### src/hw/core_cfg_pkg.sv
package core_cfg_pkg;

    // datapath word width
    localparam int xlen = 32;

    // architectural integer registers, x0 included
    localparam int reg_count = 32;

    // bits needed to name one register
    localparam int reg_addr_w = 5;

    // first fetch address after reset
    localparam logic [xlen-1:0] reset_vector = 32'h0000_0000;

    // wishbone byte lanes for a full word
    localparam int wb_sel_w = xlen / 8;

endpackage

### src/hw/rv_isa_pkg.sv
package rv_isa_pkg;

    // major opcodes, instr[6:0]
    localparam logic [6:0] op_lui    = 7'b0110111;
    localparam logic [6:0] op_auipc  = 7'b0010111;
    localparam logic [6:0] op_jal    = 7'b1101111;
    localparam logic [6:0] op_jalr   = 7'b1100111;
    localparam logic [6:0] op_branch = 7'b1100011;
    localparam logic [6:0] op_imm    = 7'b0010011;
    localparam logic [6:0] op_reg    = 7'b0110011;

    // alu funct3 values where bit 30 matters
    localparam logic [2:0] f3_add = 3'b000;
    localparam logic [2:0] f3_sr  = 3'b101;

    // branch conditions
    localparam logic [2:0] f3_beq  = 3'b000;
    localparam logic [2:0] f3_bne  = 3'b001;
    localparam logic [2:0] f3_blt  = 3'b100;
    localparam logic [2:0] f3_bge  = 3'b101;
    localparam logic [2:0] f3_bltu = 3'b110;
    localparam logic [2:0] f3_bgeu = 3'b111;

    // low three bits follow funct3, bit 3 picks sub / sra
    typedef enum logic [3:0] {
        alu_add  = 4'b0000,
        alu_sll  = 4'b0001,
        alu_slt  = 4'b0010,
        alu_sltu = 4'b0011,
        alu_xor  = 4'b0100,
        alu_srl  = 4'b0101,
        alu_or   = 4'b0110,
        alu_and  = 4'b0111,
        alu_sub  = 4'b1000,
        alu_sra  = 4'b1101
    } alu_op_t;

    typedef enum logic [2:0] {imm_i, imm_s, imm_b, imm_u, imm_j} imm_kind_t;

    typedef enum logic {a_reg, a_pc} alu_a_src_t;

    typedef enum logic [1:0] {b_reg, b_imm, b_four} alu_b_src_t;

    // jump base, rs1 only for jalr
    typedef enum logic {base_pc, base_rs1} pc_base_t;

endpackage

### src/hw/alu.sv
`timescale 1ns/10ps

module alu import core_cfg_pkg::*, rv_isa_pkg::*; (
    input  alu_op_t         alu_op,
    input  logic [xlen-1:0] a,
    input  logic [xlen-1:0] b,
    output logic [xlen-1:0] result,
    output logic            less,
    output logic            zero
);

    logic [xlen-1:0] sum;
    logic [xlen-1:0] diff;
    logic [4:0]      shamt;

    assign sum   = a + b;
    assign diff  = a - b;
    assign shamt = b[4:0];

    // unsigned only for sltu, signed for slt and everything else
    assign less = (alu_op == alu_sltu) ? (a < b) : ($signed(a) < $signed(b));
    // equality from the difference
    assign zero = (diff == '0);

    always_comb begin
        case (alu_op[2:0])
            // bit 3 turns add into sub
            3'b000:  result = alu_op[3] ? diff : sum;
            3'b001:  result = a << shamt;
            3'b010:  result = {{(xlen-1){1'b0}}, less};
            3'b011:  result = {{(xlen-1){1'b0}}, less};
            3'b100:  result = a ^ b;
            // bit 3 selects arithmetic shift
            3'b101:  result = alu_op[3] ? $unsigned($signed(a) >>> shamt) : a >> shamt;
            3'b110:  result = a | b;
            default: result = a & b;
        endcase
    end

endmodule

### src/hw/control_unit.sv
`timescale 1ns/10ps

module control_unit import core_cfg_pkg::*, rv_isa_pkg::*; (
    input  logic [xlen-1:0] instr,
    input  logic            less,
    input  logic            zero,
    output imm_kind_t       imm_kind,
    output alu_op_t         alu_op,
    output alu_a_src_t      alu_a_src,
    output alu_b_src_t      alu_b_src,
    output pc_base_t        pc_base,
    output logic            reg_we,
    output logic            take_target
);

    logic [6:0] opcode;
    logic [2:0] funct3;
    logic       f7_bit;

    assign opcode = instr[6:0];
    assign funct3 = instr[14:12];
    assign f7_bit = instr[30];

    always_comb begin
        // unknown opcodes fall through as a no-op
        imm_kind    = imm_i;
        alu_op      = alu_add;
        alu_a_src   = a_reg;
        alu_b_src   = b_reg;
        pc_base     = base_pc;
        reg_we      = 1'b0;
        take_target = 1'b0;
        case (opcode)
            op_reg: begin
                // bit 30 only means something for add/sub and srl/sra
                alu_op = alu_op_t'({f7_bit && (funct3 == f3_add || funct3 == f3_sr), funct3});
                reg_we = 1'b1;
            end
            op_imm: begin
                // addi has no subtract form, srai keeps bit 30
                alu_op    = alu_op_t'({f7_bit && (funct3 == f3_sr), funct3});
                alu_b_src = b_imm;
                reg_we    = 1'b1;
            end
            op_lui: begin
                // rs1 forced to x0 in the top, so add passes imm
                imm_kind  = imm_u;
                alu_b_src = b_imm;
                reg_we    = 1'b1;
            end
            op_auipc: begin
                imm_kind  = imm_u;
                alu_a_src = a_pc;
                alu_b_src = b_imm;
                reg_we    = 1'b1;
            end
            op_jal, op_jalr: begin
                // link value pc + 4 through the alu
                imm_kind    = (opcode == op_jal) ? imm_j : imm_i;
                alu_a_src   = a_pc;
                alu_b_src   = b_four;
                pc_base     = (opcode == op_jal) ? base_pc : base_rs1;
                reg_we      = 1'b1;
                take_target = 1'b1;
            end
            op_branch: begin
                imm_kind = imm_b;
                // eq/ne read zero, the rest read less
                case (funct3)
                    f3_blt, f3_bge:   alu_op = alu_slt;
                    f3_bltu, f3_bgeu: alu_op = alu_sltu;
                    default:          alu_op = alu_sub;
                endcase
                case (funct3)
                    f3_beq:           take_target = zero;
                    f3_bne:           take_target = !zero;
                    f3_blt, f3_bltu:  take_target = less;
                    f3_bge, f3_bgeu:  take_target = !less;
                    default:          take_target = 1'b0;
                endcase
            end
            default: ;
        endcase
    end

endmodule

### src/hw/cpu.sv
`timescale 1ns/10ps

module cpu import core_cfg_pkg::*, rv_isa_pkg::*; (
    input  logic                  clk,
    input  logic                  rst,
    // wishbone classic instruction master
    output logic                  wb_cyc,
    output logic                  wb_stb,
    output logic [xlen-1:0]       wb_adr,
    output logic [wb_sel_w-1:0]   wb_sel,
    output logic                  wb_we,
    input  logic [xlen-1:0]       wb_dat_i,
    input  logic                  wb_ack,
    // retire port
    output logic                  ret_valid,
    output logic [reg_addr_w-1:0] ret_rd,
    output logic [xlen-1:0]       ret_data,
    output logic                  ret_we,
    output logic [xlen-1:0]       ret_pc,
    output logic [xlen-1:0]       ret_next_pc
);

    logic [xlen-1:0] instr, pc, next_pc, pc_plus4, target, jump_base;
    logic [xlen-1:0] imm, src1, src2, alu_a, alu_b, alu_result;
    logic [reg_addr_w-1:0] rs1, rs2, rd;
    logic exec_en, reg_we, take_target, less, zero;
    imm_kind_t  imm_kind;
    alu_op_t    alu_op;
    alu_a_src_t alu_a_src;
    alu_b_src_t alu_b_src;
    pc_base_t   pc_base;

    // lui reads x0 so the alu add passes the immediate
    assign rs1 = (instr[6:0] == op_lui) ? '0 : instr[19:15];
    assign rs2 = instr[24:20];
    assign rd  = instr[11:7];

    // read-only word fetches
    assign wb_sel = '1;
    assign wb_we  = 1'b0;

    fetch_fsm i_fetch (.clk, .rst, .wb_ack, .wb_dat_i, .pc, .wb_cyc, .wb_stb, .wb_adr,
                       .instr, .exec_en);

    pc_counter i_pc (.clk, .rst, .load(exec_en), .next_pc, .pc);

    control_unit i_ctrl (.instr, .less, .zero, .imm_kind, .alu_op, .alu_a_src, .alu_b_src,
                         .pc_base, .reg_we, .take_target);

    imm_decoder i_imm (.instr, .imm_kind, .imm);

    // write lands only on the execute edge
    register_file i_rf (.clk, .wen(reg_we && exec_en), .waddr(rd), .wdata(alu_result),
                        .raddr_a(rs1), .raddr_b(rs2), .rdata_a(src1), .rdata_b(src2));

    // operand muxes
    assign alu_a = (alu_a_src == a_pc) ? pc : src1;
    always_comb begin
        case (alu_b_src)
            b_imm:   alu_b = imm;
            b_four:  alu_b = 32'd4;
            default: alu_b = src2;
        endcase
    end

    alu i_alu (.alu_op, .a(alu_a), .b(alu_b), .result(alu_result), .less, .zero);

    // next pc: jump / taken branch target or fall through
    assign pc_plus4  = pc + 32'd4;
    assign jump_base = (pc_base == base_rs1) ? src1 : pc;
    // jalr drops bit 0
    assign target    = (jump_base + imm) & ~{{(xlen-1){1'b0}}, pc_base == base_rs1};
    assign next_pc   = take_target ? target : pc_plus4;

    // retire mirrors the write-back of the execute cycle
    assign ret_valid   = exec_en;
    assign ret_rd      = rd;
    assign ret_data    = alu_result;
    assign ret_we      = reg_we;
    assign ret_pc      = pc;
    assign ret_next_pc = next_pc;

endmodule

### src/hw/fetch_fsm.sv
`timescale 1ns/10ps

module fetch_fsm import core_cfg_pkg::*; (
    input  logic            clk,
    input  logic            rst,
    input  logic            wb_ack,
    input  logic [xlen-1:0] wb_dat_i,
    input  logic [xlen-1:0] pc,
    output logic            wb_cyc,
    output logic            wb_stb,
    output logic [xlen-1:0] wb_adr,
    output logic [xlen-1:0] instr,
    output logic            exec_en
);

    typedef enum logic [1:0] {st_idle, st_fetch, st_exec} state_t;

    state_t state;

    always_ff @(posedge clk) begin
        if (rst) begin
            state <= st_idle;
        end else begin
            case (state)
                // one quiet cycle after reset
                st_idle:  state <= st_fetch;
                // wait as long as the slave needs
                st_fetch: if (wb_ack) state <= st_exec;
                // single execute cycle, then next word
                st_exec:  state <= st_fetch;
                default:  state <= st_idle;
            endcase
        end
    end

    // instruction word latched on the ack edge
    always_ff @(posedge clk) begin
        if (state == st_fetch && wb_ack) begin
            instr <= wb_dat_i;
        end
    end

    // request held for the whole fetch state
    assign wb_cyc  = (state == st_fetch);
    assign wb_stb  = (state == st_fetch);
    // pc stays put until the execute edge
    assign wb_adr  = pc;
    assign exec_en = (state == st_exec);

endmodule

### src/hw/imm_decoder.sv
`timescale 1ns/10ps

module imm_decoder import core_cfg_pkg::*, rv_isa_pkg::*; (
    input  logic [xlen-1:0] instr,
    input  imm_kind_t       imm_kind,
    output logic [xlen-1:0] imm
);

    always_comb begin
        case (imm_kind)
            // 12 bits straight from the top
            imm_i: imm = {{(xlen-12){instr[31]}}, instr[31:20]};
            // split around rd field
            imm_s: imm = {{(xlen-12){instr[31]}}, instr[31:25], instr[11:7]};
            // halfword offset, bit 0 implied
            imm_b: imm = {{(xlen-13){instr[31]}}, instr[31], instr[7],
                          instr[30:25], instr[11:8], 1'b0};
            // upper 20, low 12 zero
            imm_u: imm = {instr[31:12], 12'b0};
            // jal offset, scrambled order
            imm_j: imm = {{(xlen-21){instr[31]}}, instr[31], instr[19:12],
                          instr[20], instr[30:21], 1'b0};
            default: imm = '0;
        endcase
    end

endmodule

### src/hw/pc_counter.sv
`timescale 1ns/10ps

module pc_counter import core_cfg_pkg::*; (
    input  logic            clk,
    input  logic            rst,
    input  logic            load,
    input  logic [xlen-1:0] next_pc,
    output logic [xlen-1:0] pc
);

    always_ff @(posedge clk) begin
        if (rst) begin
            pc <= reset_vector;
        end else if (load) begin
            // advances only at the end of execute
            pc <= next_pc;
        end
    end

endmodule

### src/hw/register_file.sv
`timescale 1ns/10ps

module register_file import core_cfg_pkg::*; (
    input  logic                  clk,
    input  logic                  wen,
    input  logic [reg_addr_w-1:0] waddr,
    input  logic [xlen-1:0]       wdata,
    input  logic [reg_addr_w-1:0] raddr_a,
    input  logic [reg_addr_w-1:0] raddr_b,
    output logic [xlen-1:0]       rdata_a,
    output logic [xlen-1:0]       rdata_b
);

    logic [xlen-1:0] regs [reg_count];

    // x0 never written
    always_ff @(posedge clk) begin
        if (wen && waddr != '0) begin
            regs[waddr] <= wdata;
        end
    end

    // async reads, x0 reads as zero
    assign rdata_a = (raddr_a == '0) ? '0 : regs[raddr_a];
    assign rdata_b = (raddr_b == '0) ? '0 : regs[raddr_b];

endmodule

### config.mk
export PLATFORM = sky130hd
export DESIGN_NAME = cpu
export DESIGN_NICKNAME = d
export VERILOG_FILES = /design/src/hw/core_cfg_pkg.sv /design/src/hw/rv_isa_pkg.sv /design/src/hw/alu.sv /design/src/hw/control_unit.sv /design/src/hw/cpu.sv /design/src/hw/fetch_fsm.sv /design/src/hw/imm_decoder.sv /design/src/hw/pc_counter.sv /design/src/hw/register_file.sv
export SDC_FILE = /design/constraint.sdc
export NUM_CORES = 2
export LEC_CHECK = 0
export ABC_CLOCK_PERIOD_IN_PS = 9300
export BUFFER_PORTS_ARGS = -buffer_cell sky130_fd_sc_hd__buf_2
export CAP_MARGIN = 20
export CORE_MARGIN = 1
export CORE_UTILIZATION = 35
export DETAILED_ROUTE_END_ITERATION = 16
export GPL_TIMING_DRIVEN = 0
export PLACE_DENSITY = 0.51
export SYNTH_ARGS = -nofsm -noshare
export SYNTH_HDL_FRONTEND = slang
export SYNTH_SLANG_ARGS = --single-unit
### constraint.sdc
create_clock -name clk -period 9.3 [get_ports clk]
set_input_delay 0.93 -clock clk [delete_from_list [all_inputs] [get_ports clk]]
set_output_delay 0.93 -clock clk [all_outputs]
set_load 0.05 [all_outputs]
==> summary.md <==
| Metric | Value |
|---|---|
| Outcome | `complete, but fails checks` |
| Failing checks | `setup timing` |
| Post-layout power | `17,200 µW` |
| Dpl hpwl | `284,000 µm` |
| Ports | `177` |
| Final setup margin | `-239 ps` |
| Drt first pass iters | `7` |
| Placer Congestion | `1.06` |
| PortBufs | `170` |
| DIE WIDTH | `432 µm` |
| Area of the multi-input gates | `0.0317 mm²` |
| Synth Instances | `5,258` |
| Clk Latency, worst-skew pair | `820 ps` |
| Seq/Total Area, Yosys | `50.1%` |
| Peak supply drop | `0.121 mV` |
| Via count | `58,500` |
| Core area | `0.183 mm²` |
| Placement Setup Slack | `-2910 ps` |
| Seq. cell area | `0.0325 mm²` |
| Post-Synthesis Cell Area | `0.0648 mm²` |
| Initial Util | `35.3%` |
| Cell variety after synth | `107` |
| Initial antenna violation count | `19` |
| Period utilisation layout | `103%` |
| Largest net degree at the start of global routing | `34` |
| Synth Register Bits | `1,095` |
| Slew Limit Fails | `0` |
| Total gr overflow | `0` |
| Kind of critical path | `flop to primary output` |
| Worst-path clk slew | `60 ps` |
| Post-Syn Area per Cell | `12.3 µm²` |
| Vias in the first global route | `53,500` |
| Final Hold Fails | `0` |
| Busiest layer in global routing | `met2` |
| R2r setup slk | `1530 ps` |
| Met2 usage | `54.3%` |
| Worst Max-Slew Pin Slew | `1360 ps` |
| Hold depth | `1` |
| Crit Path Max Fanout | `15` |
| Layout area overhead | `24.2%` |
| Post-CTS Hold Buffers | `0` |
| Register-to-Register Path Depth | `21` |
| Final WL | `380,000 µm` |
| Layout cells sized above 1 | `28.9%` |
| EDFF count, synth | `1,056` |
| H-tree depth | `4` |
| Row cnt | `157` |
| RR Endpoint | `i_pc.pc[15]` |
| Worst slew margin | `9.12%` |
| Grt met3 use | `17.1%` |
| LEAKAGE | `0.0283 µW` |
| Starting DRC count in detailed routing | `10,700` |
| Top FF cell, synth | `edfxtp_1` |
| WL/cell | `45.0 µm` |
| Vias per cell | `6.93` |
| Antenna Nets Post-Route | `0` |
| Worst r2r src | `i_fetch.instr[16]` |
| Yosys top cell area share | `48.9%` |
| Async SR Flop Fraction | `0%` |
| CTS buffer count | `130` |
| DRC | `0` |
| Leading post-synthesis cells by cell area | `edfxtp_1 49%, mux4_2 15%, mux2i_1 3.4%` |
| Met1 usage | `51.1%` |
| CTS tree | `built` |
| Crit path DAT | `8610 ps` |
| Synthesis Warnings | `0` |
| Hold Crit Endpoint | `i_fetch.instr[17]` |
| Die Ht | `432 µm` |
| Type of the most critical hold path | `primary input to flop` |
| Placed Area | `0.0724 mm²` |
| Worst setup EP type | `primary output` |
| Crit start category | `flop` |
| CTS Root Cell | `clkbuf_16` |
| Die area | `0.187 mm²` |
| Total GRT Usage | `39.8%` |
| Layout fillers | `17,000` |
| Post-synth top area cell | `edfxtp_1` |
| Max Cap Viol | `0` |
| Worst EP required | `8370 ps` |
| Final core utilization | `43.9%` |
| Fmax | `0.105 GHz` |
| CTS Buffer Depth | `3` |
| Power per cell area | `214 mW/mm²` |
| First-pass GRT wire length | `496,000 µm` |
| Net count reported at finish | `6,023` |
| Clock sink count | `1,095` |
| # setup viols final | `18` |
| Setup Skew | `49.3 ps` |
| Final min period | `9540 ps` |
| Hold_sp | `wb_dat_i[17]` |
| Fin area | `0.0805 mm²` |
## layout by cell type, fill, tap and decap left out, types with 202 or more instances in the layout
cell type,instances
edfxtp_1,1056
mux4_2,439
a21oi_1,423
nor2_1,271
nand2_1,260
o21ai_0,221
o22ai_1,212
buf_2,212
mux2i_1,204
inv_1,202
## Yosys cell counts, types with 19 or more instances
master	number
and2_1	26
buf_4	52
a21o_1	40
buf_1	70
xor2_1	25
o211ai_1	42
a21oi_1	435
o21ai_1	39
inv_1	206
mux2i_1	223
nor2b_1	23
a22oi_1	25
buf_2	101
a211oi_1	34
edfxtp_1	1056
ha_1	131
o221ai_1	19
o21ai_0	298
nor2_1	312
nand2b_1	33
mux4_2	439
nand4_1	23
nor3b_1	21
a22o_1	29
a221oi_1	21
nand2_1	265
nor4_1	27
a31oi_1	41
clkbuf_1	229
dfxtp_1	39
mux2_2	26
and3_1	27
nand3_1	206
nor3_1	68
o22ai_1	228
xnor2_1	70
## sequential cells by signal, indices dropped and copies added (netlist names), named ones only
name,cells
i_fetch.state,2
i_fetch.instr,32
i_pc.pc,32
i_rf.regs,1024
## metrics by stage
stage / instances / TNS [ps] / hold WS, ps
3_3_place_gp: 7927 / -2382310 / 490
6_report: 8442 / -1230 / 300
4_1_cts: 8376 / 0 / 272
5_1_grt: 8421 / -20.7 / 301
3_5_place_dp: 8097 / -480560 / 511
2_1_floorplan: 5293 / 0 / 477
## what timing repair did
action,CTS,global route
gates cloned,1,0
pin swaps,34,40
resized for setup,630,290
setup buffers,53,48
setup endpoints to repair,743,40
## final cells by class
cell class | instances | share of cell area [%]
antenna | 22 | 0.0684
buffer | 442 | 4.16
clock buffer | 170 | 4.31
clock inverter | 64 | 0.943
inverter | 213 | 1.02
multi-input combinational | 3528 | 39.4
sequential | 1095 | 40.4
tap | 2464 | 3.83
timing repair buffer | 444 | 5.93
## how the worst max path moves through the flow
stage	to	from	slack, ps
2_1_floorplan	ret_data[31]	i_fetch.instr[6]	680
3_3_place_gp	ret_data[2]	i_fetch.instr[1]	-4900
3_5_place_dp	ret_next_pc[8]	i_fetch.instr[5]	-2910
4_1_cts	ret_next_pc[8]	i_fetch.instr[6]	3
5_1_grt	ret_next_pc[4]	i_fetch.instr[6]	-20
6_report	ret_data[19]	i_fetch.instr[3]	-240
## worst max-delay path, cell delays in order, from the launching register on
cell and delay (ps):
edfxtp_1 520, buf_4 200, nor3b_4 300, buf_8 240
nand3_1 570, nor3_1 630, clkbuf_1 690, nand2_1 210
nand2_1 570, clkbuf_1 770, nand2_1 430, a31oi_1 280
a21oi_1 60, a311oi_1 770, o22ai_1 130, o211ai_1 420
buf_8 250, buf_4 200, buf_4 200, buf_2 280
## cell families after synthesis
family | after synthesis | synth area share, %
AO/OA/AOI/OAI | 1454 | 14.1
XOR/XNOR | 95 | 1.28
adder cells (fa/ha/maj) | 134 | 2.62
buffers and inverters | 671 | 4.45
flip-flops | 1095 | 50.1
multiplexers | 691 | 19.2
other | 2 | 0.0116
AND/OR/NAND/NOR | 1116 | 8.23
## per-layer routing
metal | up-vias | wire length [µm]
li1 | 22000 | -
met1 | 29700 | 138000
met2 | 5545 | 152000
met3 | 1187 | 59800
met4 | 18 | 30000
met5 | - | 362
## power by group
part	total, µW	internal [µW]	switching [µW]
logic	5720	1630	4100
registers	6250	6200	55.5
clock network	5240	2960	2280
total	17200	10800	6430
(Power assumes the default switching activity.)
